$ cat src/source/synapse_pkg.sv
`default_nettype none

package synapse_pkg;

  //////////////////// population
  localparam int N_SYNAPSES  = 128;                  // synapses visited per sweep
  localparam int DECAY_SHIFT = 7;                    // weight decay is w/128

  //////////////////// random source
  localparam logic [31:0] LFSR_SEED = 32'hcf96_016a; // reset value, never zero
  localparam logic [31:0] LFSR_TAPS = 32'h8020_0003; // x^32+x^22+x^2+x+1, galois form

  typedef logic [$clog2(N_SYNAPSES)-1:0] index_t;    // synapse address
  typedef logic signed [31:0]            current_t;  // synaptic current, x1024
  typedef logic        [31:0]            weight_t;   // synaptic weight, unsigned
  typedef logic        [31:0]            history_t;  // spike history, newest in bit 0
  typedef logic signed [38:0]            total_t;    // sum of 128 currents
  typedef logic        [31:0]            rand_t;     // lfsr draw and decay probability

  // one RAM word per synapse
  typedef struct packed {
    current_t current;                               // decaying synaptic current
    weight_t  weight;                                // plastic weight
    history_t pre_history;                           // presynaptic spikes, one bit per sweep
    history_t post_history;                          // postsynaptic spikes, one bit per sweep
  } synapse_rec_t;

  // two cycles per synapse slot
  typedef enum logic {
    READ,                                            // address goes to the RAM
    WRITE                                            // update and write back
  } sweep_state_t;

  // sweep result, valid from the o_sweep_done pulse on
  typedef struct packed {
    total_t   total_current;                         // sum over the whole population
    weight_t  last_weight;                           // new weight of slot 127
    current_t last_current;                          // new current of slot 127
  } sweep_out_t;

endpackage

`default_nettype wire

$ cat src/source/neuron_pkg.sv
`default_nettype none

package neuron_pkg;

  //////////////////// neuron constants
  localparam int LEAK_SHIFT  = 3;                    // membrane keeps 7/8 per sweep
  localparam int INPUT_SHIFT = 7;                    // summed current scaled down by 128

  typedef logic signed [39:0] membrane_t;            // membrane potential

  // neuron state seen by the outside and by the population
  typedef struct packed {
    membrane_t membrane;                             // potential after the last update
    logic      spike;                                // set on the sweep that fired
  } neuron_out_t;

endpackage

`default_nettype wire

$ cat src/source/lif_neuron.sv
`timescale 1ns/10ps
`default_nettype none

module lif_neuron (
  input  wire                          clk,
  input  wire                          reset,
  input  wire synapse_pkg::sweep_out_t i_sweep,       // summed input of the sweep
  input  wire                          i_sweep_done,  // update strobe
  input  wire neuron_pkg::membrane_t   i_threshold,   // firing level
  output neuron_pkg::neuron_out_t      o_neuron,      // membrane and spike level
  output logic                         o_post_spike   // one cycle per firing
);

  //////////////////// integrate
  neuron_pkg::membrane_t leaked;      // membrane after the 7/8 leak
  neuron_pkg::membrane_t drive;       // scaled input current
  neuron_pkg::membrane_t sum;         // candidate membrane
  logic                  fire;        // threshold reached

  always_comb begin
    leaked = o_neuron.membrane - (o_neuron.membrane >>> neuron_pkg::LEAK_SHIFT);
    drive  = neuron_pkg::membrane_t'(i_sweep.total_current >>> neuron_pkg::INPUT_SHIFT);
    sum    = leaked + drive;
    fire   = (sum >= i_threshold);
  end

  //////////////////// update
  // one update per sweep, held in between
  always_ff @(posedge clk or posedge reset) begin
    if (reset) begin
      o_neuron     <= '0;             // resting membrane, no spike
      o_post_spike <= 1'b0;
    end else begin
      o_post_spike <= 1'b0;
      if (i_sweep_done) begin
        if (fire) begin
          o_neuron.membrane <= '0;    // reset after firing
          o_neuron.spike    <= 1'b1;
          o_post_spike      <= 1'b1;
        end else begin
          o_neuron.membrane <= sum;
          o_neuron.spike    <= 1'b0;
        end
      end
    end
  end

endmodule

`default_nettype wire

$ cat config.mk
export PLATFORM = sky130hd
export DESIGN_NAME = lif_neuron
export DESIGN_NICKNAME = d
export VERILOG_FILES = /design/src/source/synapse_pkg.sv /design/src/source/neuron_pkg.sv /design/src/source/lif_neuron.sv
export SDC_FILE = /design/constraint.sdc
export NUM_CORES = 1
export LEC_CHECK = 0
export BUFFER_PORTS_ARGS = -buffer_cell sky130_fd_sc_hd__buf_4
export CAP_MARGIN = 10
export CORE_MARGIN = 4
export CORE_UTILIZATION = 49
export CTS_CLUSTER_DIAMETER = 60
export DETAILED_ROUTE_END_ITERATION = 8
export PLACE_DENSITY = 0.8
export SKIP_CTS_REPAIR_TIMING = 1
export SLEW_MARGIN = 20
export SYNTH_ARGS = -nofsm -noshare
export SYNTH_HDL_FRONTEND = slang
export SYNTH_SLANG_ARGS = --single-unit
$ cat constraint.sdc
create_clock -name clk -period 4.9 [get_ports clk]
set_input_delay 0.735 -clock clk [delete_from_list [all_inputs] [get_ports clk]]
set_output_delay 0.735 -clock clk [all_outputs]
set_load 0.01 [all_outputs]
==> flow_summary.toml, run 1 <==
[setup_path]
arrival_ns = 5.69
rr_worst_depth = 22
startpoint_type = "input pin"
cp.required_ns = 5.10
critPathKind = "input pin to flip-flop"
critPathMaxFanout = 5
cp-end-kind = "flip-flop"

[logic_synthesis]
syn_area_per_cell_um2 = 7.86
synthTopCellsByArea = "dfrtp_1 (17%), ha_1 (16%), fa_1 (12%)"
seq_area_frac_synth_pct = 16.8
ys_ff_latch = 42
ys_warn_count = 0
synth_commonest_cells = "inv_1 (199), ha_1 (81), a21oi_1 (54), nand2_1 (48), o21ai_0 (46)"
synth-edff-count = 0
yosys.area.top_type_share_pct = 16.8
synth_async_sr_flop_share_pct = 100
synthCells = 797
yosysMostFrequentCell = "inv_1"
syn_area_um2 = 6260
ys_types = 68
synth.largest_area_cell = "dfrtp_1"
synth_nets = 1063
synthFlopType = "dfrtp_1"

[timing]
final_hold_viol_count = 0
min_period_ns = 5.49
rsz0062_at_grt = "yes"
slew_violations = 0
fin_worst_skew_ns = 0.0135
relSlewSlack_pct = 55.4
setup_viol = 42
worstMarginPinSlew_ns = 0.669
timing.final.ws_setup_ns = -0.589
clock.fmax_mhz = 182
fin_crit_sh_pct = 112

[clock_network]
worstSkewPairLatency_ns = 0.32
cts_buffers = 5
h-tree-depth = 2
clk_pin_slew_ns = 0.08
tritoncts = "done"
cts.sinks = 42
cts_max_path_buffers = 2
cts_root_buf = "clkbuf_16"

[placement]
place_hpwl_um = 15500
io_buffer_count = 116
placed_area_um2 = 8760
place.gp.congestion = 0.941
place_inst = 1263

[floorplanning]
fp.dieArea_um2 = 14600
start_util_pct = 49.8
pin_count = 188
coreArea_um2 = 12600
die_w_um = 121
die_y_um = 121
rows = 41

[finish]
seqCellArea_um2 = 1050
fillers = 854
num_antenna_cells = 0
final_area_um2 = 9380
stdcell_count = 1281
multi_input_area_um2 = 4660
synthToLayoutAreaGrowth_pct = 49.7
layout-drive-gt1-share_pct = 36.1
fin_nets = 1374

[min_path]
min_path_type = "flip-flop to flip-flop"
hold_depth = 2

[drt]
drt-wirelength-per-cell_um = 16.3
drtIter0Drc = 560
antenna_left = 0
dr.pass1.iters = 6
drt_wl_total_um = 20900
drc_errors = 0
vias = 6899
via_per_inst = 5.39

[status]
outcome = "complete, but fails checks"
violations = "negative setup slack"

[global_routing]
grt_pass1_vias = 6816
antenna_found_initial = 0
grt_pass1_wl_um = 31400
grt_overflow = 0
grt_use_total_pct = 26.6
grt_max_degree = 58

[run]
maxCapViolations = 0
==> critical path: stages <==
cell	delay, ns
buf_8	0.08
clkinvlp_4	0.17
fa_1	0.62
inv_2	0.06
ha_4	0.28
a21oi_4	0.05
o21ai_2	0.15
and2b_2	0.26
o31ai_4	0.29
mux2i_2	0.32
o41ai_4	0.13
or2_4	0.29
xnor2_2	0.13
ha_1	0.30
nand4_1	0.15
or4_4	0.45
nand3b_4	0.17
a21oi_2	0.14
nor3_2	0.07
mux2i_2	0.26
buf_4	0.20
nand2_4	0.07
o32ai_2	0.32
==> cells in the final DEF, fill, tap and decap left out, types with 9 or more instances in the layout <==
master / n
nor2_1: 37
a21oi_1: 49
o21ai_1: 9
a21o_1: 26
xnor2_1: 20
fa_1: 37
o21ai_0: 40
nand2_1: 48
nand3_1: 30
ha_1: 76
buf_4: 316
dfrtp_1: 42
a22o_1: 11
and3_1: 9
xor2_1: 13
inv_1: 194
==> cells by family (layout without fill, tap and decap cells) <==
kind of cell | count (synthesis) | in the layout | share of synthesized area (%)
AOI/OAI and AO/OA | 208 | 208 | 22.4
xor gates and xnor gates | 34 | 34 | 4.76
adders and majority gates | 120 | 120 | 28.7
buffers and inverters | 219 | 531 | 13.6
DFF | 42 | 42 | 16.8
muxes | 3 | 3 | 0.500
and+or+nand+nor | 171 | 171 | 13.4
==> final timing paths <==
kind / slack (ns) / from / to
setup / recovery: -0.59 / i_sweep[102] / o_neuron[39]
hold / removal: 0.54 / o_neuron[0] / o_neuron[0]
setup reg to reg: -0.49 / o_neuron[2] / o_neuron[39]
hold reg to reg: 0.54 / o_neuron[0] / o_neuron[0]
max in group asynchronous: 3.87 / reset / o_neuron[23]
min in group asynchronous: 0.59 / reset / o_neuron[2]
==> metrics by stage <==
step / hold slack, ns / TNS (ns) / worst slack [ns] / util [%]
2_1_floorplan: 0.525 / -11.83 / -0.333 / -
4_1_cts: 0.539 / -22.72 / -0.601 / 71.3
3_5_place_dp: 0.520 / -33.80 / -0.851 / 69.7
6_report: 0.539 / -20.41 / -0.589 / 74.6
5_1_grt: 0.572 / -30.10 / -0.817 / 74.6
3_3_place_gp: 0.480 / -30.07 / -0.758 / 69.7
==> sequential cells by signal (all words and copies together) (netlist names) <==
name / cells
o_neuron: 41
o_post_spike: 1
==> area by class of cell <==
| cell class | count | area share [%] |
|---|---|---|
| Inverter | 199 | 8.01 |
| Multi-Input combinational cell | 536 | 49.7 |
| Tap cell | 172 | 2.30 |
| Sequential cell | 42 | 11.2 |
| Clock buffer | 5 | 1.33 |
| Clock inverter | 3 | 0.734 |
| Timing Repair Buffer | 324 | 26.7 |
==> routing by layer <==
layer  track usage (%)  part of all wire, %  vias up
met2              45.6                   50      305
li1                  -                    -     3257
met5                 0                    0        -
met3              3.96                  7.3       63
met1              34.1                   40     3274
met4              9.28                  3.3        0
Power of run 1 is not shown: default switching activity piles up to over one toggle a cycle in this logic, so the estimate is an artifact.
==> run 2: changes to the inputs <==
--- a/config.mk
+++ b/config.mk
@@ -9,7 +9,9 @@
 export CAP_MARGIN = 10
+export CELL_PAD_IN_SITES_DETAIL_PLACEMENT = 1
+export CELL_PAD_IN_SITES_GLOBAL_PLACEMENT = 1
 export CORE_MARGIN = 4
-export CORE_UTILIZATION = 49
+export CORE_UTILIZATION = 35
 export CTS_CLUSTER_DIAMETER = 60
 export DETAILED_ROUTE_END_ITERATION = 8
-export PLACE_DENSITY = 0.8
+export PLACE_DENSITY_LB_ADDON = 0.1
 export SKIP_CTS_REPAIR_TIMING = 1
--- a/constraint.sdc
+++ b/constraint.sdc
@@ -3,2 +3,2 @@
 set_output_delay 0.735 -clock clk [all_outputs]
-set_load 0.01 [all_outputs]
+set_load 0.1 [all_outputs]
==> run 2 against run 1 <==
Effect of this change:
- the flow still finishes with violations (negative setup slack)
- wire length up 11%
- first-iteration DRC count down 62%
- utilization down 20 points
- critical path type unchanged
==> flow_summary.toml, run 2 (synthesis results as in run 1) <==
[status]
outcome = "complete, but fails checks"
violations = "negative setup slack"

[clock_network]
h-tree-depth = 2
cts.sinks = 42
cts_buffers = 5
worstSkewPairLatency_ns = 0.31
cts_max_path_buffers = 2
cts_root_buf = "clkbuf_16"
clk_pin_slew_ns = 0.08
tritoncts = "done"

[min_path]
hold_depth = 2
hp-start = "o_neuron[0]"
whs_endpoint = "o_neuron[0]"
min_path_type = "flip-flop to flip-flop"

[drt]
drt_wl_total_um = 23200
vias = 6641
dr.pass1.iters = 4
drc_errors = 0
antenna_left = 0
drt-wirelength-per-cell_um = 17.4
drtIter0Drc = 213
via_per_inst = 4.98

[timing]
timing.final.ws_setup_ns = -0.647
relSlewSlack_pct = 42.4
slew_violations = 0
fin_worst_skew_ns = 0.0134
setup_viol = 42
final_hold_viol_count = 0
fin_crit_sh_pct = 113
rsz0062_at_grt = "yes"
min_period_ns = 5.55
clock.fmax_mhz = 180
worstMarginPinSlew_ns = 0.862

[setup_path]
cp.depth = 23
cpMostUsedCell = "a211o_1"
cp_slowest_cell = "or4_4"
rr_worst_depth = 22
startpoint_type = "input pin"
r2r_end = "o_neuron[20]"
critPathKind = "input pin to flip-flop"
cp-end-kind = "flip-flop"
critPathMaxFanout = 9
arrival_ns = 5.75
cp.required_ns = 5.10
path_buf_inv = 4
rrSetupSlack_ns = -0.63
crit_chain = "buf_4 -> inv_1 -> fa_1 -> inv_2 -> ha_4 -> a211o_1 -> a211o_1 -> a21boi_4 -> o211ai_4 -> a21o_1 -> o2111a_1 -> or2_4 -> xnor2_1 -> ha_1 -> nand4_1 -> or4_4 -> nand3b_4 -> a21oi_4 -> nor3_4 -> mux2i_4 -> and2_4 -> buf_12 -> a22o_1"
max_stage_delay_ns = 0.55
cp_top_family = "compound AO/OA/AOI/OAI gates"
r2r-start = "o_neuron[2]"

[placement]
place_hpwl_um = 19100
place_inst = 1313
io_buffer_count = 116
place.gp.congestion = 0.901

[global_routing]
grt_max_degree = 58
grt_overflow = 0
grt_pass1_vias = 7528
grt_use_total_pct = 22.9
antenna_found_initial = 0
grt_pass1_wl_um = 37100

[floorplanning]
coreArea_um2 = 17400
die_y_um = 142
start_util_pct = 35.9
fp.dieArea_um2 = 20100
die_w_um = 142
pin_count = 188
rows = 48

[run]
maxCapViolations = 0

[finish]
final_common_cell = "buf_4"
fin_util_pct = 54.7
layout-drive-gt1-share_pct = 39.6
stdcell_count = 1333
regMostFlops = "o_neuron"
fin_nets = 1373
final_cell_mix = "buf_4 (317), inv_1 (194), ha_1 (67), nand2_1 (48), a21oi_1 (46)"
reg.largest.list = "o_neuron (41), o_post_spike (1)"
largest_reg_flops = 41
synthToLayoutAreaGrowth_pct = 52.1
num_antenna_cells = 0
fillers = 2135
run 2: cell count changes in the layout (fill, tap and decap cells not counted), sizes merged:
cell | before | now
bufinv | 2 | 1
clkbuf | 7 | 5
clkinvlp | 1 | 3
clkinv | 2 | 1
buf | 322 | 323
run 2: per-layer routing:
metal	routed length [µm]	GRT usage [%]
met3	699	2.29
met4	384	5.40
met5	0	0
met2	12400	42.8
met1	9760	28.1
run 2: worst reg2reg max path, cell delays in order, from the launching register on:
cell and delay, ns:
dfrtp_4 0.42, inv_2 0.05, fa_1 0.57, inv_2 0.05, ha_4 0.21, a211o_1 0.32, a211o_1 0.36, a21boi_4 0.21
o211ai_4 0.13, a21o_1 0.23, o2111a_1 0.30, or2_4 0.25, xnor2_1 0.14, ha_1 0.30, nand4_1 0.16, or4_4 0.55
nand3b_4 0.18, a21oi_4 0.15, nor3_4 0.07, mux2i_4 0.23, and2_4 0.21, buf_12 0.14, a22o_1 0.21
run 2: layout make-up:
| cell class | instances | area (µm²) | area share, % |
|---|---|---|---|
| Tap cell | 225 | 282 | 2.96 |
| Inverter | 199 | 752 | 7.90 |
| Sequential cell | 42 | 1100 | 11.6 |
| Timing Repair Buffer | 323 | 2460 | 25.8 |
| Multi-Input combinational cell | 536 | 4760 | 50.0 |
| Clock inverter | 3 | 45.0 | 0.473 |
| Clock buffer | 5 | 125 | 1.31 |
run 2: how the worst max path moves through the flow:
stage / start / to
detailed placement: i_sweep[72] / o_neuron[16]
floorplan: i_sweep[72] / o_neuron[33]
finish: i_sweep[72] / o_neuron[20]
global placement: i_sweep[95] / o_neuron[2]
CTS: i_sweep[72] / o_neuron[16]
global route: i_sweep[102] / o_neuron[13]
run 2: per-stage QoR:
| stage | area, µm² | hold slack, ns | TNS, ns | worst slack [ns] |
|---|---|---|---|---|
| global route | 9520 | 0.564 | -35.05 | -0.878 |
| global placement | 8880 | 0.509 | -37.80 | -0.942 |
| CTS | 9050 | 0.535 | -36.04 | -0.968 |
| floorplan | 6370 | 0.829 | -13.43 | -0.372 |
| detailed placement | 8880 | 0.518 | -45.42 | -1.19 |
| finish | 9520 | 0.528 | -25.03 | -0.647 |
Power of run 2 is left out for the same reason.
