**config.mk**
```make
export PLATFORM = sky130hd
export DESIGN_NAME = decay_lfsr
export DESIGN_NICKNAME = d
export VERILOG_FILES = /design/src/source/synapse_pkg.sv /design/src/source/decay_lfsr.sv
export SDC_FILE = /design/constraint.sdc
export NUM_CORES = 1
export LEC_CHECK = 0
export BUFFER_PORTS_ARGS = -buffer_cell sky130_fd_sc_hd__buf_2
export CORE_ASPECT_RATIO = 0.5
export CORE_MARGIN = 2
export CORE_UTILIZATION = 45
export CTS_BUF_LIST = sky130_fd_sc_hd__clkbuf_4 sky130_fd_sc_hd__clkbuf_8
export DETAILED_ROUTE_END_ITERATION = 8
export PLACE_DENSITY = 0.71
export SLEW_MARGIN = 0
export SYNTH_ARGS = -nofsm -noshare
export SYNTH_HDL_FRONTEND = slang
export SYNTH_SLANG_ARGS = --single-unit
export TNS_END_PERCENT = 20
```
**constraint.sdc**
```tcl
create_clock -name clk -period 0.85 [get_ports clk]
set_input_delay 0.085 -clock clk [delete_from_list [all_inputs] [get_ports clk]]
set_output_delay 0.085 -clock clk [all_outputs]
set_load 0.02 [all_outputs]
```
**src/source/synapse_pkg.sv**
```systemverilog
`default_nettype none

package synapse_pkg;

  //////////////////// population
  localparam int N_SYNAPSES  = 128;                  // synapses visited per sweep
  localparam int DECAY_SHIFT = 7;                    // weight decay is w/128

  //////////////////// random source
  localparam logic [31:0] LFSR_SEED = 32'hcf96_016a; // reset value, never zero
  localparam logic [31:0] LFSR_TAPS = 32'h8020_0003; // x^32+x^22+x^2+x+1, galois form

  typedef logic [$clog2(N_SYNAPSES)-1:0] index_t;    // synapse address
  typedef logic signed [31:0]            current_t;  // synaptic current, x1024
  typedef logic        [31:0]            weight_t;   // synaptic weight, unsigned
  typedef logic        [31:0]            history_t;  // spike history, newest in bit 0
  typedef logic signed [38:0]            total_t;    // sum of 128 currents
  typedef logic        [31:0]            rand_t;     // lfsr draw and decay probability

  // one RAM word per synapse
  typedef struct packed {
    current_t current;                               // decaying synaptic current
    weight_t  weight;                                // plastic weight
    history_t pre_history;                           // presynaptic spikes, one bit per sweep
    history_t post_history;                          // postsynaptic spikes, one bit per sweep
  } synapse_rec_t;

  // two cycles per synapse slot
  typedef enum logic {
    READ,                                            // address goes to the RAM
    WRITE                                            // update and write back
  } sweep_state_t;

  // sweep result, valid from the o_sweep_done pulse on
  typedef struct packed {
    total_t   total_current;                         // sum over the whole population
    weight_t  last_weight;                           // new weight of slot 127
    current_t last_current;                          // new current of slot 127
  } sweep_out_t;

endpackage

`default_nettype wire

```
**src/source/decay_lfsr.sv**
```systemverilog
`timescale 1ns/10ps
`default_nettype none

module decay_lfsr (
  input  wire                 clk,
  input  wire                 reset,
  input  wire                 i_step,     // advance once, one strobe per synapse slot
  output synapse_pkg::rand_t  o_value     // current draw for the decay compare
);

  synapse_pkg::rand_t next_value;         // value after one shift

  //////////////////// galois step
  // shift right and fold the taps in when a one drops out
  always_comb begin
    next_value = o_value >> 1;
    if (o_value[0]) begin
      next_value = next_value ^ synapse_pkg::LFSR_TAPS;
    end
  end

  // seed is nonzero, so the register never locks at zero
  always_ff @(posedge clk or posedge reset) begin
    if (reset) begin
      o_value <= synapse_pkg::LFSR_SEED;
    end else if (i_step) begin
      o_value <= next_value;              // hold between strobes
    end
  end

endmodule

`default_nettype wire

```
==> run summary, run 1 <==
FINISH
-------------------------------------------------------------------------------------
Ratio of cells with drive above 1 in the final layout                           81.0%
Post-Route Utilization                                                          56.3%
Cell Count, Final, Fillers Out                                                    177
Largest register by flop count                                                o_value
Most frequent standard cell in the layout excluding fill and tap cells   sky130_fd_sc_hd__mux2_4
Total of fill cells in the finished design                                        254
Registers with the highest flip-flop counts                              o_value (32)
Commonest cells after routing, fill and taps aside                       sky130_fd_sc_hd__mux2_4 (25), sky130_fd_sc_hd__buf_6 (23), sky130_fd_sc_hd__dfrtp_1 (16)
Max reg flops                                                                      32
Area added between synthesis and finish                                         21.7%
Final instance area                                                      0.00191 mm^2
Final net count                                                                   128
Count of inserted antenna diode cells                                               0

STATUS
-------------------------------------------------------------------------------------
Violated checks                                                          setup timing
Result of the run                                                        finished, violations left

CLOCK NETWORK
-------------------------------------------------------------------------------------
Buffer depth of the longest clock path                                              2
TritonCTS clock tree                                                            built
H-tree depth                                                                        2
Insertion delay to the later sink of the worst-skew pair                       280 ps
Number of clock buffers inserted by TritonCTS                                       5
Worst-path clk slew                                                             60 ps
Number of sinks driven by the clock tree                                           32
Clock root buffer                                                        sky130_fd_sc_hd__clkbuf_8

POWER AND IR DROP
-------------------------------------------------------------------------------------
Total Power                                                                   8.67 mW
PD cells                                                                 4540 mW/mm^2
Leakage power total                                                          0.899 nW
Peak supply drop                                                              1.69 mV

WORST SETUP PATH
-------------------------------------------------------------------------------------
Largest fanout of any net on the critical path                                      2
Launching element type of the critical path                                      flop
Worst path top cell family by delay                                        flip-flops
Peak per-stage delay on the critical path                                      560 ps
Critical path capture point type                                         primary output
Slowest CP cell                                                          sky130_fd_sc_hd__dfstp_2
Worst path cell trace                                                           buf_6
Worst setup path category                                                flop to primary output
Worst path arrival time                                                        950 ps
Bufs and invs on worst path                                                         1
Data required, critical path                                                   760 ps

STA
-------------------------------------------------------------------------------------
Time the final worst path needs with I/O delays and setup                     1040 ps
Setup-violating endpoint count in the final report                                 35
Final total negative setup slack                                             -3870 ps
Period utilization                                                               122%
Worst Skew                                                                    2.55 ps
Least-Margin Pin Slew                                                          182 ps
Setup repair after global routing missed its margin                              true
Worst relative slew slack                                                       87.8%
Final-report hold violation count                                                   0
Top achievable clock speed                                                    964 MHz
Post-layout worst setup margin                                                -187 ps
Final-report max-slew violation count                                               0

RUN
-------------------------------------------------------------------------------------
Count of max-cap constraint violations                                              0

PLACE
-------------------------------------------------------------------------------------
Final estimated routing congestion in global placement                          0.677
Number of port buffers                                                             34
Number of cells after detailed placement                                          159
Post-detailed-placement cell area                                        0.00159 mm^2

MIN PATH
-------------------------------------------------------------------------------------
HP Class                                                                 input port to flop

GRT
-------------------------------------------------------------------------------------
GRT Overall Usage                                                               13.0%
Global-route wire length before repair                                        3750 um
Vias in the first global route                                                    767
Maximum number of pins on one net before global-route repair                       28
Leftover overflow at the end of global routing                                      0
Initial antenna violation count                                                     0

DIE
-------------------------------------------------------------------------------------
Total core area                                                          0.00340 mm^2
Number of rows created at floorplan                                                15
Total die area                                                           0.00401 mm^2
Starting Density                                                                46.3%
I/O Pins                                                                           35
Horiz. Die Dim                                                                87.6 um
Chip Height                                                                   45.8 um

LOGIC SYNTHESIS
-------------------------------------------------------------------------------------
Post-Synthesis Mean Instance Area                                           15.3 um^2
Post-synthesis register bit count                                                  32
Post-Synthesis Cell Area                                                 0.00157 mm^2
Cells after synthesis                                                             103
YS warnings                                                                         0
Cell variety after synth                                                           12
Synthesized net count                                                             106
Fraction of the yosys area taken by sequential cells                            52.1%

ROUTING
-------------------------------------------------------------------------------------
Vias                                                                              741
Drt initial violations                                                             18
Post-route antenna net violation count                                              0
Detailed-routing iteration count for the pre-antenna-repair pass                    2
Via-per-instance ratio                                                           4.19
Detailed-route DRC error count                                                      0
Total Wirelength                                                              2320 um
Routed wire per std cell                                                      13.1 um

-- cells by family (layout without fill, tap and decap cells) --
family,count (synthesis),after routing,share of synthesized area (%)
DFF,32,32,52.1
and+or+nand+nor,3,3,0.717
muxes,29,29,26.8
AOI/OAI and AO/OA,2,2,0.637
xor gates and xnor gates,3,3,1.67
buffers and inverters,34,57,18.1
-- layer usage --
metal  wire length [um]  vias to the layer above  share of wire [%]  global-route usage (%)
li1                   -                      351                  -                       -
met1               1160                      370                 50                    17.4
met2               1040                       16                 45                    18.8
met3                 83                        4                3.6                    4.71
met4                 35                        0                1.5                    6.46
met5                  0                        -                  0                       0
-- Yosys cell counts --
cell type | instances | area (um^2)
sky130_fd_sc_hd__dfrtp_1 | 17 | 425
sky130_fd_sc_hd__nand2_1 | 1 | 3.75
sky130_fd_sc_hd__buf_6 | 2 | 22.5
sky130_fd_sc_hd__buf_4 | 29 | 218
sky130_fd_sc_hd__mux2_4 | 25 | 375
sky130_fd_sc_hd__inv_1 | 1 | 3.75
sky130_fd_sc_hd__buf_12 | 2 | 40.0
sky130_fd_sc_hd__mux2_2 | 4 | 45.0
sky130_fd_sc_hd__nor2_1 | 2 | 7.51
sky130_fd_sc_hd__dfstp_2 | 15 | 394
sky130_fd_sc_hd__a21oi_1 | 2 | 10.0
sky130_fd_sc_hd__xnor2_1 | 3 | 26.3
-- metrics by stage --
stage	setup WS, ps	hold WS (ps)
after floorplan	-39.9	190
after detailed placement	-50.6	22.2
after global placement	-28.5	19.0
after global routing	-213	230
final	-187	209
after CTS	-194	204
-- power breakdown --
part / switching [mW] / internal, mW / total (mW)
registers: 0.713 / 2.58 / 3.29
logic: 1.72 / 2.42 / 4.14
clock network: 0.517 / 0.723 / 1.24
total: 2.95 / 5.72 / 8.67
-- worst reg2reg max path: stages (launching register included) --
cell	delay, ps
sky130_fd_sc_hd__dfstp_2	380
sky130_fd_sc_hd__buf_4	140
sky130_fd_sc_hd__mux2_4	240
-- path summary, 6_finish.rpt --
path	from	end	slack (ps)	depth (start not counted)
max	o_value[30]	o_value[30]	-190	1
min	i_step	o_value[9]	210	2
max reg2reg	o_value[30]	o_value[29]	-30	2
min reg2reg	o_value[1]	o_value[1]	510	2
max in group asynchronous	reset	o_value[8]	160	4
min in group asynchronous	reset	o_value[15]	260	3
-- final cells by class --
type	count	area [um^2]	share of cell area (%)
Clock buffer	8	97.6	5.10
Inverter	1	7.51	0.393
Multi-Input combinational cell	37	470	24.6
Sequential cell	32	821	42.9
Tap cell	51	63.8	3.34
Timing Repair Buffer	48	452	23.6
-- what timing repair did --
action                     CTS  global route
setup endpoints to repair   32            53
hold endpoints to repair    16             0
setup buffers                7             2
gates resized for setup     35            11
pin swaps                    0             2
hold buffers                 1             0
(Power assumes the default switching activity.)
==> run 2: changes to the inputs <==
--- a/config.mk
+++ b/config.mk
@@ -6,7 +6,6 @@
 export NUM_CORES = 1
 export LEC_CHECK = 0
 export BUFFER_PORTS_ARGS = -buffer_cell sky130_fd_sc_hd__buf_2
-export CORE_ASPECT_RATIO = 0.5
 export CORE_MARGIN = 2
 export CORE_UTILIZATION = 45
 export CTS_BUF_LIST = sky130_fd_sc_hd__clkbuf_4 sky130_fd_sc_hd__clkbuf_8
==> run summary, run 2 (synthesis results as in run 1) <==
STATUS
-------------------------------------------------------------------------------------
Result of the run                                                        finished, violations left
Violated checks                                                          setup timing

STA
-------------------------------------------------------------------------------------
Worst relative slew slack                                                       89.2%   +1.4 points
Least-Margin Pin Slew                                                          162 ps   -20.4 ps
Worst-case hold slack                                                          165 ps   -43.7 ps
Final-report hold violation count                                                   0   unchanged
Worst Skew                                                                    12.8 ps   +10.2 ps
Period utilization                                                               129%   +6.5 points
Final total negative setup slack                                             -5840 ps   -1970 ps
Setup-violating endpoint count in the final report                                 35   unchanged
Top achievable clock speed                                                    915 MHz   -5.0%
Time the final worst path needs with I/O delays and setup                     1090 ps   +55.0 ps
Setup repair after global routing missed its margin                              true
Post-layout worst setup margin                                                -242 ps   -55.0 ps
Final-report max-slew violation count                                               0   unchanged

POWER AND IR DROP
-------------------------------------------------------------------------------------
PD cells                                                                 4490 mW/mm^2   -1.1%
Total Power                                                                   8.44 mW   -2.7%
Leakage power total                                                          0.900 nW   about the same
Peak supply drop                                                              2.04 mV   +21%

ROUTING
-------------------------------------------------------------------------------------
Via-per-instance ratio                                                           4.56   +8.9%
Post-route antenna net violation count                                              0   unchanged
Vias                                                                              793   +7.0%
Detailed-route DRC error count                                                      0   unchanged
Detailed-routing iteration count for the pre-antenna-repair pass                    3   +1
Drt initial violations                                                             39   +21
Routed wire per std cell                                                      13.8 um   +5.2%
Total Wirelength                                                              2400 um   +3.4%

GRT
-------------------------------------------------------------------------------------
Vias in the first global route                                                    817   +6.5%
GRT Overall Usage                                                               14.2%   +1.2 points
Initial antenna violation count                                                     0   unchanged
Global-route wire length before repair                                        4130 um   +9.9%
Maximum number of pins on one net before global-route repair                       33   +18%
Leftover overflow at the end of global routing                                      0   unchanged

FINISH
-------------------------------------------------------------------------------------
Total of fill cells in the finished design                                        289   +14%
Ratio of cells with drive above 1 in the final layout                           79.7%   -1.3 points
Area taken by multi-input logic gates                                        468 um^2   -0.53%
Largest register by flop count                                                o_value
Max reg flops                                                                      32   unchanged
Area added between synthesis and finish                                         19.7%
Registers with the highest flip-flop counts                              o_value (32)
Sequential cell area                                                         821 um^2   unchanged
Cell Count, Final, Fillers Out                                                    174   -1.7%
Final net count                                                                   130   +1.6%
Final instance area                                                      0.00188 mm^2   -1.6%
Commonest cells after routing, fill and taps aside                       sky130_fd_sc_hd__buf_6 (26), sky130_fd_sc_hd__mux2_4 (25), sky130_fd_sc_hd__buf_2 (16), sky130_fd_sc_hd__dfrtp_1 (16), sky130_fd_sc_hd__dfstp_2 (15)
Most frequent standard cell in the layout excluding fill and tap cells   sky130_fd_sc_hd__buf_6
Count of inserted antenna diode cells                                               0   unchanged

MIN PATH
-------------------------------------------------------------------------------------
HP Class                                                                 input port to flop

DIE
-------------------------------------------------------------------------------------
Chip Height                                                                   63.1 um   +38%
Total core area                                                          0.00334 mm^2   -1.8%
I/O Pins                                                                           35   unchanged
Total die area                                                           0.00398 mm^2   -0.71%
Number of rows created at floorplan                                                21   +6
Starting Density                                                                47.1%   +0.83 points
Horiz. Die Dim                                                                63.1 um   -28%

WORST SETUP PATH
-------------------------------------------------------------------------------------
Largest fanout of any net on the critical path                                      3   +1
Worst path cell trace                                                           buf_6
Worst path top cell family by delay                                        flip-flops
Slowest CP cell                                                          sky130_fd_sc_hd__dfstp_2
Data required, critical path                                                   760 ps   about the same
Critical path capture point type                                         primary output
Worst setup path category                                                flop to primary output
Worst path arrival time                                                       1010 ps   +60 ps
Peak per-stage delay on the critical path                                      560 ps   about the same
Launching element type of the critical path                                      flop
Bufs and invs on worst path                                                         1   unchanged

PLACE
-------------------------------------------------------------------------------------
Number of cells after detailed placement                                          153   -3.8%
Post-detailed-placement cell area                                        0.00158 mm^2   -0.86%
Final estimated routing congestion in global placement                          0.637   -5.8%
Number of port buffers                                                             34   unchanged
Half-perimeter wire length after placement                                    1530 um

CLOCK NETWORK
-------------------------------------------------------------------------------------
Clock root buffer                                                        sky130_fd_sc_hd__clkbuf_4
TritonCTS clock tree                                                            built
Number of sinks driven by the clock tree                                           32   unchanged
Worst-path clk slew                                                            100 ps   +40 ps
Insertion delay to the later sink of the worst-skew pair                       330 ps   +50 ps
Number of clock buffers inserted by TritonCTS                                       5   unchanged
Buffer depth of the longest clock path                                              2   unchanged
H-tree depth                                                                        2   unchanged

RUN
-------------------------------------------------------------------------------------
Count of max-cap constraint violations                                              0   unchanged

[run 2: final cells by class]
type                       count  share of cell area (%)
clock buffer                   7                    2.79
clock inverter                 1                   0.266
inverter                       1                   0.200
multi-input combinational     37                    24.9
sequential                    32                    43.6
tap                           46                    3.06
timing repair buffer          50                    25.1
[run 2: through the flow]
| step | setup slack [ps] | utilization (%) |
|---|---|---|
| after floorplan | -39.9 | - |
| after global placement | 3.83 | 47.3 |
| after detailed placement | -21.0 | 47.3 |
| after CTS | -262 | 55.1 |
| after global routing | -308 | 56.4 |
| final | -242 | 56.4 |
[run 2: worst paths after layout]
path | from | to | slack, ps | cells past startpoint
max in group asynchronous | reset | o_value[5] | 270 | 4
hold / removal | i_step | o_value[1] | 170 | 3
setup reg to reg | o_value[3] | o_value[2] | -20 | 2
setup / recovery | o_value[8] | o_value[8] | -240 | 1
hold reg to reg | o_value[1] | o_value[1] | 520 | 2
min in group asynchronous | reset | o_value[13] | 330 | 4
[run 2: report_power, final]
group	internal (mW)	switching, mW	total [mW]	leakage, nW
clock network	0.386	0.478	0.863	0.0361
registers	2.58	0.716	3.29	0.352
logic	2.51	1.77	4.28	0.512
[run 2: what timing repair did]
action                                  in CTS  in global routing
endpoints found under the hold margin       18                  0
gates cloned                                 0                  0
endpoints found under the setup margin      35                 49
setup buffers                               10                  2
hold buffers                                 1                  0
gates resized for setup                     37                  8
[run 2: routing by layer]
layer  track usage, %  share of wire [%]  up-vias  wire length [um]
met2             21.3                 49       25              1190
met1             18.4                 43      403              1040
met4             8.33                2.8        0                67
met3             3.75                4.4        8               105
met5                0                  0        -                 0
li1                 -                  -      357                 -
