`config.mk`:
```
export PLATFORM = sky130hd
export DESIGN_NAME = synapse_population
export DESIGN_NICKNAME = d
export VERILOG_FILES = /design/src/source/synapse_pkg.sv /design/src/source/synapse_population.sv
export SDC_FILE = /design/constraint.sdc
export NUM_CORES = 1
export LEC_CHECK = 0
export BUFFER_PORTS_ARGS = -buffer_cell sky130_fd_sc_hd__clkbuf_2
export CORE_ASPECT_RATIO = 0.7
export CORE_MARGIN = 2
export CORE_UTILIZATION = 40
export CTS_BUF_LIST = sky130_fd_sc_hd__clkbuf_16
export DETAILED_ROUTE_END_ITERATION = 10
export PLACE_DENSITY = 0.67
export SYNTH_ARGS = -nofsm -noshare
export SYNTH_HDL_FRONTEND = slang
export SYNTH_SLANG_ARGS = --single-unit
```
`constraint.sdc`:
```
create_clock -name clk -period 9.28 [get_ports clk]
set_clock_uncertainty 0.1 [all_clocks]
set_input_delay 1.856 -clock clk [delete_from_list [all_inputs] [get_ports clk]]
set_output_delay 1.856 -clock clk [all_outputs]
set_load 0.1 [all_outputs]
```
`src/source/synapse_pkg.sv`:
```
`default_nettype none

package synapse_pkg;

  //////////////////// population
  localparam int N_SYNAPSES  = 128;                  // synapses visited per sweep
  localparam int DECAY_SHIFT = 7;                    // weight decay is w/128

  //////////////////// random source
  localparam logic [31:0] LFSR_SEED = 32'hcf96_016a; // reset value, never zero
  localparam logic [31:0] LFSR_TAPS = 32'h8020_0003; // x^32+x^22+x^2+x+1, galois form

  typedef logic [$clog2(N_SYNAPSES)-1:0] index_t;    // synapse address
  typedef logic signed [31:0]            current_t;  // synaptic current, x1024
  typedef logic        [31:0]            weight_t;   // synaptic weight, unsigned
  typedef logic        [31:0]            history_t;  // spike history, newest in bit 0
  typedef logic signed [38:0]            total_t;    // sum of 128 currents
  typedef logic        [31:0]            rand_t;     // lfsr draw and decay probability

  // one RAM word per synapse
  typedef struct packed {
    current_t current;                               // decaying synaptic current
    weight_t  weight;                                // plastic weight
    history_t pre_history;                           // presynaptic spikes, one bit per sweep
    history_t post_history;                          // postsynaptic spikes, one bit per sweep
  } synapse_rec_t;

  // two cycles per synapse slot
  typedef enum logic {
    READ,                                            // address goes to the RAM
    WRITE                                            // update and write back
  } sweep_state_t;

  // sweep result, valid from the o_sweep_done pulse on
  typedef struct packed {
    total_t   total_current;                         // sum over the whole population
    weight_t  last_weight;                           // new weight of slot 127
    current_t last_current;                          // new current of slot 127
  } sweep_out_t;

endpackage

`default_nettype wire

```
`src/source/synapse_population.sv`:
```
`timescale 1ns/10ps
`default_nettype none

module synapse_population (
  input  wire                            clk,
  input  wire                            reset,
  input  wire                            i_pre_spike,    // shared presynaptic level
  input  wire                            i_post_spike,   // neuron spike fed back
  input  wire synapse_pkg::weight_t      i_base_weight,  // weight written on the first pass
  input  wire synapse_pkg::weight_t      i_ltp,          // potentiation step
  input  wire synapse_pkg::weight_t      i_ltd,          // depression step
  input  wire synapse_pkg::rand_t        i_decay_prob,   // decay when draw <= this
  input  wire synapse_pkg::rand_t        i_rand,         // lfsr draw
  output logic                           o_rand_step,    // advance the lfsr
  output synapse_pkg::index_t            o_addr,         // RAM address
  output logic                           o_we,           // RAM write enable
  output synapse_pkg::synapse_rec_t      o_wdata,        // updated record
  input  wire synapse_pkg::synapse_rec_t i_rdata,        // record read in READ
  output synapse_pkg::sweep_out_t        o_sweep,        // sweep result
  output logic                           o_sweep_done    // one cycle per sweep
);

  localparam int HW = $bits(synapse_pkg::history_t);  // history length

  //////////////////// control state
  synapse_pkg::sweep_state_t state;      // slot phase
  synapse_pkg::index_t       slot;       // synapse being visited
  logic                      first_pass; // set until every word has been written once
  logic                      last_slot;  // slot 127
  logic                      first_slot; // slot 0

  //////////////////// sampled spikes
  logic pre_q;                           // pre spike held for the sweep
  logic post_q;                          // post spike held for the sweep

  //////////////////// datapath
  synapse_pkg::synapse_rec_t old_rec;    // record as read
  synapse_pkg::synapse_rec_t new_rec;    // record to write back
  synapse_pkg::current_t     cur_leak;   // 7/8 of the old current
  synapse_pkg::current_t     cur_impulse;// weight added on a pre spike
  synapse_pkg::weight_t      ltp_term;
  synapse_pkg::weight_t      ltd_term;
  synapse_pkg::weight_t      decay_term;
  logic signed [33:0]        weight_sum; // two guard bits for the signed sum
  logic                      decay_hit;  // random draw chose decay
  synapse_pkg::total_t       acc;        // running sum of new currents

  assign last_slot  = (slot == synapse_pkg::index_t'(synapse_pkg::N_SYNAPSES - 1));
  assign first_slot = (slot == '0);

  assign o_addr      = slot;                            // same address for READ and WRITE
  assign o_we        = (state == synapse_pkg::WRITE);   // write in every WRITE
  assign o_rand_step = (state == synapse_pkg::WRITE);   // one draw per slot
  assign o_wdata     = new_rec;
  assign old_rec     = i_rdata;

  // per-synapse update, valid in WRITE when the RAM data is there
  always_comb begin
    cur_leak    = (old_rec.current >>> 1) + (old_rec.current >>> 2) +
                  (old_rec.current >>> 3);              // 1/2 + 1/4 + 1/8
    cur_impulse = pre_q ? synapse_pkg::current_t'(old_rec.weight) : '0;

    ltp_term   = (post_q && (old_rec.pre_history != '0)) ? i_ltp : '0;   // post after pre
    ltd_term   = (pre_q && (old_rec.post_history != '0)) ? i_ltd : '0;   // pre after post
    decay_hit  = (i_rand <= i_decay_prob);              // prob 0 never, all ones always
    decay_term = decay_hit ? (old_rec.weight >> synapse_pkg::DECAY_SHIFT) : '0;

    weight_sum = $signed({2'b00, old_rec.weight}) + $signed({2'b00, ltp_term}) -
                 $signed({2'b00, ltd_term}) - $signed({2'b00, decay_term});

    if (first_pass) begin
      new_rec.current      = '0;                        // fresh synapse
      new_rec.weight       = i_base_weight;
      new_rec.pre_history  = '0;
      new_rec.post_history = '0;
    end else begin
      new_rec.current      = cur_leak + cur_impulse;
      new_rec.weight       = (weight_sum < 0) ? '0 : weight_sum[31:0];  // floor at zero
      new_rec.pre_history  = {old_rec.pre_history[HW-2:0], pre_q};
      new_rec.post_history = {old_rec.post_history[HW-2:0], post_q};
    end
  end

  // slot machine and sweep counter
  always_ff @(posedge clk or posedge reset) begin
    if (reset) begin
      state        <= synapse_pkg::READ;
      slot         <= '0;
      first_pass   <= 1'b1;
      o_sweep_done <= 1'b0;
    end else begin
      o_sweep_done <= 1'b0;                             // pulse by default low
      case (state)
        synapse_pkg::READ: begin
          state <= synapse_pkg::WRITE;
        end
        synapse_pkg::WRITE: begin
          state <= synapse_pkg::READ;
          slot  <= slot + 1'b1;                         // wraps 127 -> 0
          if (last_slot) begin
            first_pass   <= 1'b0;                       // all words now initialised
            o_sweep_done <= 1'b1;                       // next cycle is slot 0 READ
          end
        end
        default: begin
          state <= synapse_pkg::READ;
        end
      endcase
    end
  end

  // spike sampling and current summing
  always_ff @(posedge clk) begin
    if ((state == synapse_pkg::READ) && first_slot) begin
      pre_q  <= i_pre_spike;                            // one level for the whole sweep
      post_q <= i_post_spike;
    end
    if (state == synapse_pkg::WRITE) begin
      if (first_slot) begin
        acc <= synapse_pkg::total_t'(new_rec.current);  // restart the sum
      end else begin
        acc <= acc + synapse_pkg::total_t'(new_rec.current);
      end
      if (last_slot) begin
        o_sweep.total_current <= acc + synapse_pkg::total_t'(new_rec.current);
        o_sweep.last_weight   <= new_rec.weight;
        o_sweep.last_current  <= new_rec.current;
      end
    end
  end

endmodule

`default_nettype wire

```
==> results.yml, run 1 <==
sta:
  setup_viol: 10
  grt_setup_unrepaired: "yes"
  max_freq_mhz: 107
  slew_headroom_pct: 34.1
  worst_hold_slack_ns: 0.420
  period_needed_ns: 9.31
  worst_pin_slew_ns: 0.989
  hold_viol: 0
  drv_slew: 0
  timing.final.crit_share_pct: 100
  fin_ws_ns: -0.0307
die:
  die-area_um2: 41900
  core_area_um2: 39700
  num_io_pins: 533
  chipWidth_um: 244
  initial_utilization_pct: 40.6
  fp.dieH_um: 172
  placementRows: 61
critical_path:
  reg2reg_to: "acc[33]"
  crit_path_end_kind: "output port"
  r2r_setup_slack_ns: 2.66
  slowest_stage: "fa_1"
  cp-startpoint: "i_decay_prob[17]"
  r2r_start: "pre_q"
  critPathLaunchType: "input port"
  path_common_cell: "buf_12"
  cp_num_buf_inv: 11
  cp_slowest_stage_delay_ns: 0.49
  cp_top_family: "compound AO/OA/AOI/OAI gates"
  cp.depth: 31
  cp_max_fo: 8
  crit_type: "in2out"
  critPathRequiredTime_ns: 7.32
  ff2ff_path_depth: 22
  cp.arrival_ns: 7.35
  cp-endpoint: "o_wdata[84]"
cells_and_area:
  layout-drive-gt1-share_pct: 35.7
  nets: 2897
  syn_to_final_growth_pct: 38.5
  final_common_cell: "clkbuf_2"
  instances_no_fill: 2894
  final_cell_mix: "496 x clkbuf_2, 203 x inv_1, 163 x nand2_1, 144 x edfxtp_1, 127 x ha_1"
placement:
  dpl_worst_slack_ns: -0.215
  port-buffer-count: 531
  dp_cells: 2828
  gp_congestion: 0.973
  hpwlAfterDp_mm: 44.2
grt:
  grt_start_max_net_pins: 70
  track_usage_pct: 25.4
  grt_pass1_wl_mm: 83.0
  antenna_found_initial: 7
  grt_pass1_vias: 14645
  grt_overflow: 0
cts:
  root_buffer: "clkbuf_16"
  numCtsBuffers: 17
  clk-insertion-delay-late_ns: 0.45
  cts_sinks: 154
  clkTransAtPathRegs_ns: 0.06
  cts_max_level: 4
  cts_tree: "built"
  ctsHoldBuffers: 0
  clockBufferDepth: 2
power:
  p_leak_nw: 10.6
  power.total_mw: 6.89
  ir_worst_vdd_v: 0.000334
  powerDensity_nw_per_um2: 309
detailed_routing:
  wl_per_cell_um: 18.9
  vias: 14966
  first_iter_violations: 1127
  avgViaCountPerCell: 5.17
  ant_nets: 0
  wl_mm: 54.6
  drc: 0
  first_pass_iters: 5
status:
  outcome: "complete, but fails checks"
  violations: "setup timing"
yosys:
  ys_seq_area_share_pct: 28.4
  synth_area_um2: 16100
  syn_inst: 1736
  synth_mux_area_share_pct: 1.24
  synthFlopType: "edfxtp_1"
  synth_top_family_by_area: "adder cells"
  ys_ff_latch: 154
  syn_avg_cell_area_um2: 9.28
  synth_xor_area_share_pct: 5.22
  yosys.area_share.simple_pct: 17.0
  ys_types: 74
  synthArstFlopShare_pct: 6.49
  synth_fa_ha_area_share_pct: 25.8
  synthesis.nets: 2291
  synth_compound_area_share_pct: 15.5
  synth_edf_count: 144
  synth_warnings: 0
hold_path:
  min_path_type: "reg2reg"
run:
  cap_violations: 0
==> sequential cells by signal, indices dropped and copies added, names as in the netlist <==
signal,cells
o_sweep,103
acc,39
o_addr,7
first_pass,1
o_rand_step,1
o_sweep_done,1
post_q,1
pre_q,1
==> worst reg2reg max path, cell delays in order, from the launching register on <==
cell and delay, ns:
edfxtp_1 0.35, buf_4 0.31, nand2_1 0.20, fa_1 0.57, inv_1 0.06, ha_1 0.31, a211oi_1 0.37, o211ai_1 0.19
a22oi_1 0.42, o21ai_0 0.27, a21oi_1 0.31, xor2_1 0.10, nor2_1 0.34, ha_1 0.37, a21o_1 0.20, a21o_1 0.19
a2111oi_0 0.40, nor3_1 0.12, a21oi_1 0.43, o21ai_1 0.20, nand2b_1 0.22, xor2_1 0.17, a21bo_2 0.20
==> cells by family after synthesis <==
kind of cell / count (synthesis)
and+or+nand+nor: 556
AOI/OAI and AO/OA: 373
buffers and inverters: 276
adders and majority gates: 263
DFF: 154
xor gates and xnor gates: 96
muxes: 18
==> through the flow <==
step | setup TNS, ns | util, % | area (um2)
after floorplan | -0.00805 | - | 16600
after global placement | -3.28 | 52.5 | 20800
after detailed placement | -5.46 | 52.5 | 20800
after CTS | -0.702 | 55.0 | 21800
after global routing | -5.97 | 56.2 | 22300
final | -0.111 | 56.2 | 22300
==> Yosys cell counts, types with 13 or more instances <==
cell type  count  area, um2
ha_1         147       1840
nor4_1        21        131
and2_1        59        369
inv_1        210        788
nor3_1        20        100
nand3_1       17       85.1
nor2_1       121        454
edfxtp_1     144       4320
a31oi_1       19        119
xnor2_1       53        464
a211oi_1      16        120
o21ai_0       64        320
nand2_1      166        623
o21a_1        14        105
fa_1         116       2320
o21bai_1      13       97.6
a21o_1        48        360
o31ai_1       32        240
mux2_2        16        180
xor2_1        43        377
nor2b_1       79        494
a21oi_1       90        450
nand4_1       32        200
clkbuf_1      52        195
==> cell type report <==
cell class	instances	area, um2
fill	3576	17400
multi-input combinational	1306	11500
sequential	154	4580
timing repair buffer	653	4260
inverter	210	791
tap	535	669
clock buffer	17	425
clock inverter	15	138
antenna	4	10.0
==> power breakdown <==
part	leakage (nW)	total [mW]	switching (mW)	internal [mW]
Sequential	1.48	0.960	0	0.960
Combinational	8.81	5.22	3.39	1.82
Clock	0.274	0.711	0.337	0.374
Total	10.6	6.89	3.73	3.16
==> worst min path at each step <==
| stage | from | endpoint | slack (ns) | depth (start not counted) |
|---|---|---|---|---|
| floorplan | acc[0] | o_sweep[64] | 0.43 | 1 |
| global placement | o_addr[5] | o_addr[5] | 0.40 | 1 |
| detailed placement | o_addr[4] | o_addr[4] | 0.41 | 1 |
| CTS | o_addr[4] | o_addr[4] | 0.42 | 1 |
| global route | o_addr[4] | o_addr[4] | 0.44 | 1 |
| finish | o_addr[4] | o_addr[4] | 0.42 | 1 |
==> per-layer routing <==
metal	GRT usage [%]	up-vias	share of wire (%)
met2	39.4	511	46
met5	0	-	0.086
met4	4.59	6	1.3
met3	5.08	57	6.2
met1	37.1	7179	47
li1	-	7213	-
==> what timing repair did <==
item | CTS | global route
pin swaps | 61 | 79
resized for setup | 53 | 77
setup buffers | 13 | 16
setup endpoints to repair | 32 | 32
gates cloned | 2 | 0
Note: power is estimated with default switching activity, not from simulation.
==> run 2, diff against run 1 <==
PLACE_DENSITY = 0.78   (was 0.67)
==> run 2 against run 1 <==
Net effect:
- the run still ends with setup timing left
- clock power fell by 3.4%
- power decreased by 0.82%
- sequential share of layout area is 0.18 points higher
- cell area fell by 0.89%
- register-to-register slack worse by 0.13 ns
- critical path depth is 4 lower
- non-clock buffer count fell by 7
- via count is 2.1% higher
- global-route usage is 0.52 points higher
- first-iteration DRC count up 0.80%
- worst hold slack better by 0.024 ns
- critical endpoint is now o_wdata[95]
- largest cell class unchanged
==> results.yml, run 2 (synthesis gave the netlist of run 1 again) <==
status:
  outcome: "complete, but fails checks"
  violations: "setup timing"
die:
  placementRows: 61
  chipWidth_um: 244
  num_io_pins: 533
  die-area_um2: 41900
  core_area_um2: 39700
  initial_utilization_pct: 40.6
  fp.dieH_um: 172
detailed_routing:
  avgViaCountPerCell: 5.28
  wl_mm: 56.1
  ant_nets: 0
  vias: 15286
  first_pass_iters: 6
  drc: 0
  wl_per_cell_um: 19.4
  first_iter_violations: 1136
sta:
  fin_ws_ns: -0.217
  worst_pin_slew_ns: 0.982
  grt_setup_unrepaired: "yes"
  drv_slew: 0
  max_freq_mhz: 105
  tns_ns: -2.25
  slew_headroom_pct: 34.6
  timing.final.crit_share_pct: 102
  hold_viol: 0
  period_needed_ns: 9.50
  setup_viol: 32
power:
  p_comb_share_pct: 75.9
  power.switching_mw: 3.72
  p_seq_share_pct: 14.1
  p_leak_nw: 10.5
  clkPwrFrac_pct: 10.0
  ir_worst_vdd_v: 0.000310
  powerDensity_nw_per_um2: 309
  p_int_mw: 3.11
  p_sw_share_pct: 54.5
grt:
  grt_pass1_vias: 15113
  grt_start_max_net_pins: 69
  antenna_found_initial: 15
  grt_pass1_wl_mm: 84.5
  grt_overflow: 0
  track_usage_pct: 26.0
cells_and_area:
  nets: 2890
  regMostFlops: "o_sweep"
  syn_to_final_growth_pct: 37.3
  layout-drive-gt1-share_pct: 35.1
  final_common_cell: "clkbuf_2"
  final_cell_mix: "497 x clkbuf_2, 204 x inv_1, 163 x nand2_1, 144 x edfxtp_1, 131 x ha_1"
  instances_no_fill: 2894
  largest_reg_flops: 103
hold_path:
  min_path_type: "reg2reg"
cts:
  cts_sinks: 154
  ctsHoldBuffers: 0
  cts_tree: "built"
  clk-insertion-delay-late_ns: 0.46
  cts_max_level: 4
  clockBufferDepth: 2
  clkTransAtPathRegs_ns: 0.06
  numCtsBuffers: 17
  root_buffer: "clkbuf_16"
critical_path:
  cp_max_fo: 6
  slowest_stage: "fa_1"
  cp_slowest_stage_delay_ns: 0.59
  cp_top_family: "compound AO/OA/AOI/OAI gates"
  cp.arrival_ns: 7.54
  crit_type: "in2out"
  crit_path_end_kind: "output port"
  critPathRequiredTime_ns: 7.32
  critPathLaunchType: "input port"
  cp_num_buf_inv: 9
placement:
  gp_congestion: 0.994
  dp_cells: 2828
  hpwlAfterDp_mm: 45.1
  port-buffer-count: 531
run:
  cap_violations: 0
run 2: cell count changes in the layout (fill, tap and decap cells not counted), moves of 4 or more:
cell and delta:
diode_2 +8, buf_4 -7, fa_1 +6, fa_2 -6, ha_4 -6, ha_1 +4
run 2: repair_timing:
action / 4_1_cts / 5_1_grt
setup endpoints to repair: 32 / 32
gates cloned: 2 / 0
resized for setup: 35 / 83
endpoints found under the hold margin: 0 / 0
pin swaps: 28 / 65
setup buffers: 10 / 14
run 2: worst reg2reg max path, stage by stage, from the launching register on:
cell and delay (ns):
edfxtp_1 0.35, buf_4 0.29, nand2_1 0.19, fa_1 0.57, inv_1 0.06, ha_1 0.31, a211oi_1 0.43, o211ai_1 0.21
a22oi_1 0.42, o21ai_0 0.24, a21oi_1 0.31, xor2_1 0.11, nor2_1 0.39, ha_1 0.38, a21o_1 0.20, a21o_1 0.19
a2111oi_0 0.39, nor3_1 0.12, a21oi_1 0.43, o21ai_1 0.21, nand2b_1 0.21, a31oi_1 0.25, xnor2_1 0.12
run 2: metal layers:
metal,GRT usage [%],routed length (um)
met1,34.8,23900
met3,6.08,4120
met2,41.8,26600
met5,0,39
met4,7.95,1370
run 2: power by group through the flow:
stage	registers, mW	clock network (mW)	logic [mW]
2_1_floorplan	0.978	0	3.59
3_3_place_gp	0.976	0	4.80
3_5_place_dp	0.976	0	4.91
4_1_cts	0.961	0.700	5.00
5_1_grt	0.960	0.717	5.54
6_report	0.961	0.687	5.18
run 2: per-stage QoR:
step	cell area, um2	hold slack, ns	total power, mW	setup slack [ns]	util (%)
global route	22100	0.468	7.21	-0.364	55.7
global placement	20800	0.409	5.78	-0.263	52.4
detailed placement	20800	0.414	5.88	-0.440	52.4
floorplan	16600	0.431	4.57	-0.00805	-
finish	22100	0.444	6.83	-0.217	55.7
CTS	21700	0.439	6.66	-0.117	54.6
run 2: cell type report:
type	count	area (um2)
Sequential cell	154	4580
Fill cell	3463	17600
Timing Repair Buffer	646	4160
Antenna cell	12	30.0
Clock inverter	14	125
Clock buffer	17	425
Inverter	210	791
Multi-Input combinational cell	1306	11300
Tap cell	535	669
run 2: path summary, 6_finish.rpt:
check	start	end	slack [ns]	cells after the start
min in group asynchronous	reset	o_sweep_done	1.26	2
max in group asynchronous	reset	first_pass	7.47	2
max	i_decay_prob[11]	o_wdata[95]	-0.22	27
min	o_addr[4]	o_addr[4]	0.44	1
max reg2reg	pre_q	o_sweep[101]	2.53	22
min reg2reg	o_addr[4]	o_addr[4]	0.44	1
==> run 3, diff against run 2 <==
CTS_BUF_LIST = default   (was sky130_fd_sc_hd__clkbuf_16)
==> run 3 against run 2 <==
Net effect:
- the flow still finishes with violations (setup timing)
- cell count did not move
- first-iteration DRC count rose by 0.26%
- core utilization did not move
- die area did not move
- worst hold slack barely moved
- wire length barely moved
- clock power barely moved
- sequential cell count did not move
- power barely moved
- cell area did not move
- combinational power barely moved
- global-route usage did not move
- largest power group unchanged
==> results.yml, run 3 (synthesis gave the netlist of run 1 again) <==
status:
  outcome: "complete, but fails checks"
  violations: "setup timing"
placement:
  placed_cell_area_um2: 20800
  dp_cells: 2828
  hpwlAfterDp_mm: 45.1
  port-buffer-count: 531
  gp_congestion: 0.994
die:
  chipWidth_um: 244
  num_io_pins: 533
  core_area_um2: 39700
  initial_utilization_pct: 40.6
  placementRows: 61
  fp.dieH_um: 172
  die-area_um2: 41900
critical_path:
  ff2ff_path_depth: 22
  cp.arrival_ns: 7.54
  critPathRequiredTime_ns: 7.32
  crit_type: "in2out"
  r2r_setup_slack_ns: 2.52
  crit_path_end_kind: "output port"
  critPathLaunchType: "input port"
  r2r_start: "pre_q"
  cp_max_fo: 6
  reg2reg_to: "o_sweep[101]"
cells_and_area:
  fill_cells: 3463
  layout-drive-gt1-share_pct: 35.1
  syn_to_final_growth_pct: 37.3
  register_area_um2: 4580
  final_common_cell: "clkbuf_2"
  largest_reg_flops: 103
  regMostFlops: "o_sweep"
  multiInputGateArea_um2: 11300
  nets: 2890
  final_cell_mix: "497 x clkbuf_2, 202 x inv_1, 163 x nand2_1, 144 x edfxtp_1, 131 x ha_1"
  instances_no_fill: 2894
  fin_area_um2: 22100
grt:
  grt_start_max_net_pins: 69
  grt_pass1_vias: 15113
  grt_use_met1_pct: 34.8
  grt_util_met3_pct: 6.08
  grt_pass1_wl_mm: 84.5
  grt_overflow: 0
  use_met2_pct: 41.8
  grt-busiest-layer: "met2"
  antenna_found_initial: 15
  track_usage_pct: 26.0
sta:
  timing.final.crit_share_pct: 102
  grt_setup_unrepaired: "yes"
  slew_headroom_pct: 34.5
  fin_ws_ns: -0.217
  drv_slew: 0
  hold_viol: 0
  worst_pin_slew_ns: 0.982
  setup_viol: 32
  max_freq_mhz: 105
  period_needed_ns: 9.50
cts:
  ctsHoldBuffers: 0
  clk-insertion-delay-late_ns: 0.46
  numCtsBuffers: 17
  cts_tree: "built"
  cts_max_level: 4
  clkTransAtPathRegs_ns: 0.06
  cts_sinks: 154
  clockBufferDepth: 2
  root_buffer: "clkbuf_16"
hold_path:
  hold_start: "o_addr[4]"
  worstHoldEndpoint: "o_addr[4]"
  hold_path_depth: 1
  min_path_type: "reg2reg"
power:
  p_leak_nw: 10.5
  ir_worst_vdd_v: 0.000310
  powerDensity_nw_per_um2: 309
run:
  cap_violations: 0
detailed_routing:
  ant_nets: 0
  drc: 0
  avgViaCountPerCell: 5.28
  first_pass_iters: 7
  first_iter_violations: 1139
  vias: 15291
  wl_mm: 56.1
  wl_per_cell_um: 19.4
## run 3: cell types whose count changed in the layout (fill, tap and decap cells not counted)
cell,change
inv_1,-2
clkbuf_1,+2
## run 3: critical path, cell delays in order
cell	delay, ns
clkbuf_2	0.08
inv_1	0.04
ha_1	0.31
nand4_1	0.15
nor3_1	0.34
o21ai_0	0.16
o21a_1	0.23
o21ai_4	0.32
buf_12	0.19
nor2_4	0.04
fa_1	0.49
fa_1	0.59
inv_2	0.05
ha_4	0.26
buf_6	0.09
o21a_1	0.12
nor2_1	0.07
o21a_1	0.20
a221oi_2	0.26
o31a_1	0.23
a311o_2	0.26
a31oi_4	0.14
buf_6	0.15
buf_12	0.13
buf_6	0.11
o41ai_4	0.41
buf_12	0.23
## run 3: per-layer routing
layer | routed length (um) | vias up | share of wire [%]
li1 | - | 7214 | -
met3 | 4140 | 97 | 7.4
met1 | 23900 | 7316 | 43
met2 | 26700 | 658 | 48
met5 | 39 | - | 0.070
met4 | 1360 | 6 | 2.4
## run 3: worst max path at each step
stage | from | to | slack, ns | cells after the start
floorplan | i_decay_prob[17] | o_wdata[95] | -0.008 | 26
global placement | i_decay_prob[25] | o_wdata[66] | -0.26 | 29
detailed placement | i_decay_prob[25] | o_wdata[88] | -0.44 | 31
CTS | i_rand[25] | o_wdata[73] | -0.12 | 29
global route | i_decay_prob[11] | o_wdata[95] | -0.36 | 27
finish | i_decay_prob[11] | o_wdata[95] | -0.22 | 27
## run 3: final cells by class
class / count / area share [%]
diodes: 12 / 0.136
clock buffers: 19 / 1.96
inverters: 210 / 3.57
flip-flops and latches: 154 / 20.7
well taps: 535 / 3.03
repair buffers: 646 / 18.8
clock inverters: 12 / 0.532
multi-input cells: 1306 / 51.3
## run 3: what timing repair did
| action | CTS | global route |
|---|---|---|
| pin swaps | 28 | 65 |
| buffers inserted | 10 | 14 |
| resized for setup | 35 | 83 |
| setup endpoints to repair | 32 | 32 |
| gates cloned | 2 | 0 |
## run 3: power breakdown
part / internal [mW] / leakage [nW] / switching (mW)
Clock: 0.371 / 0.264 / 0.317
Combinational: 1.78 / 8.74 / 3.40
Sequential: 0.961 / 1.48 / 0
## run 3: per-stage QoR
stage / power [mW] / hold WS, ns / TNS [ns] / util, % / setup WS [ns]
finish: 6.83 / 0.444 / -2.25 / 55.7 / -0.217
CTS: 6.66 / 0.439 / -1.98 / 54.6 / -0.117
detailed placement: 5.88 / 0.414 / -10.72 / 52.4 / -0.440
global route: 7.22 / 0.468 / -7.13 / 55.7 / -0.364
global placement: 5.78 / 0.409 / -6.33 / 52.4 / -0.263
floorplan: 4.57 / 0.431 / -0.00805 / - / -0.00805
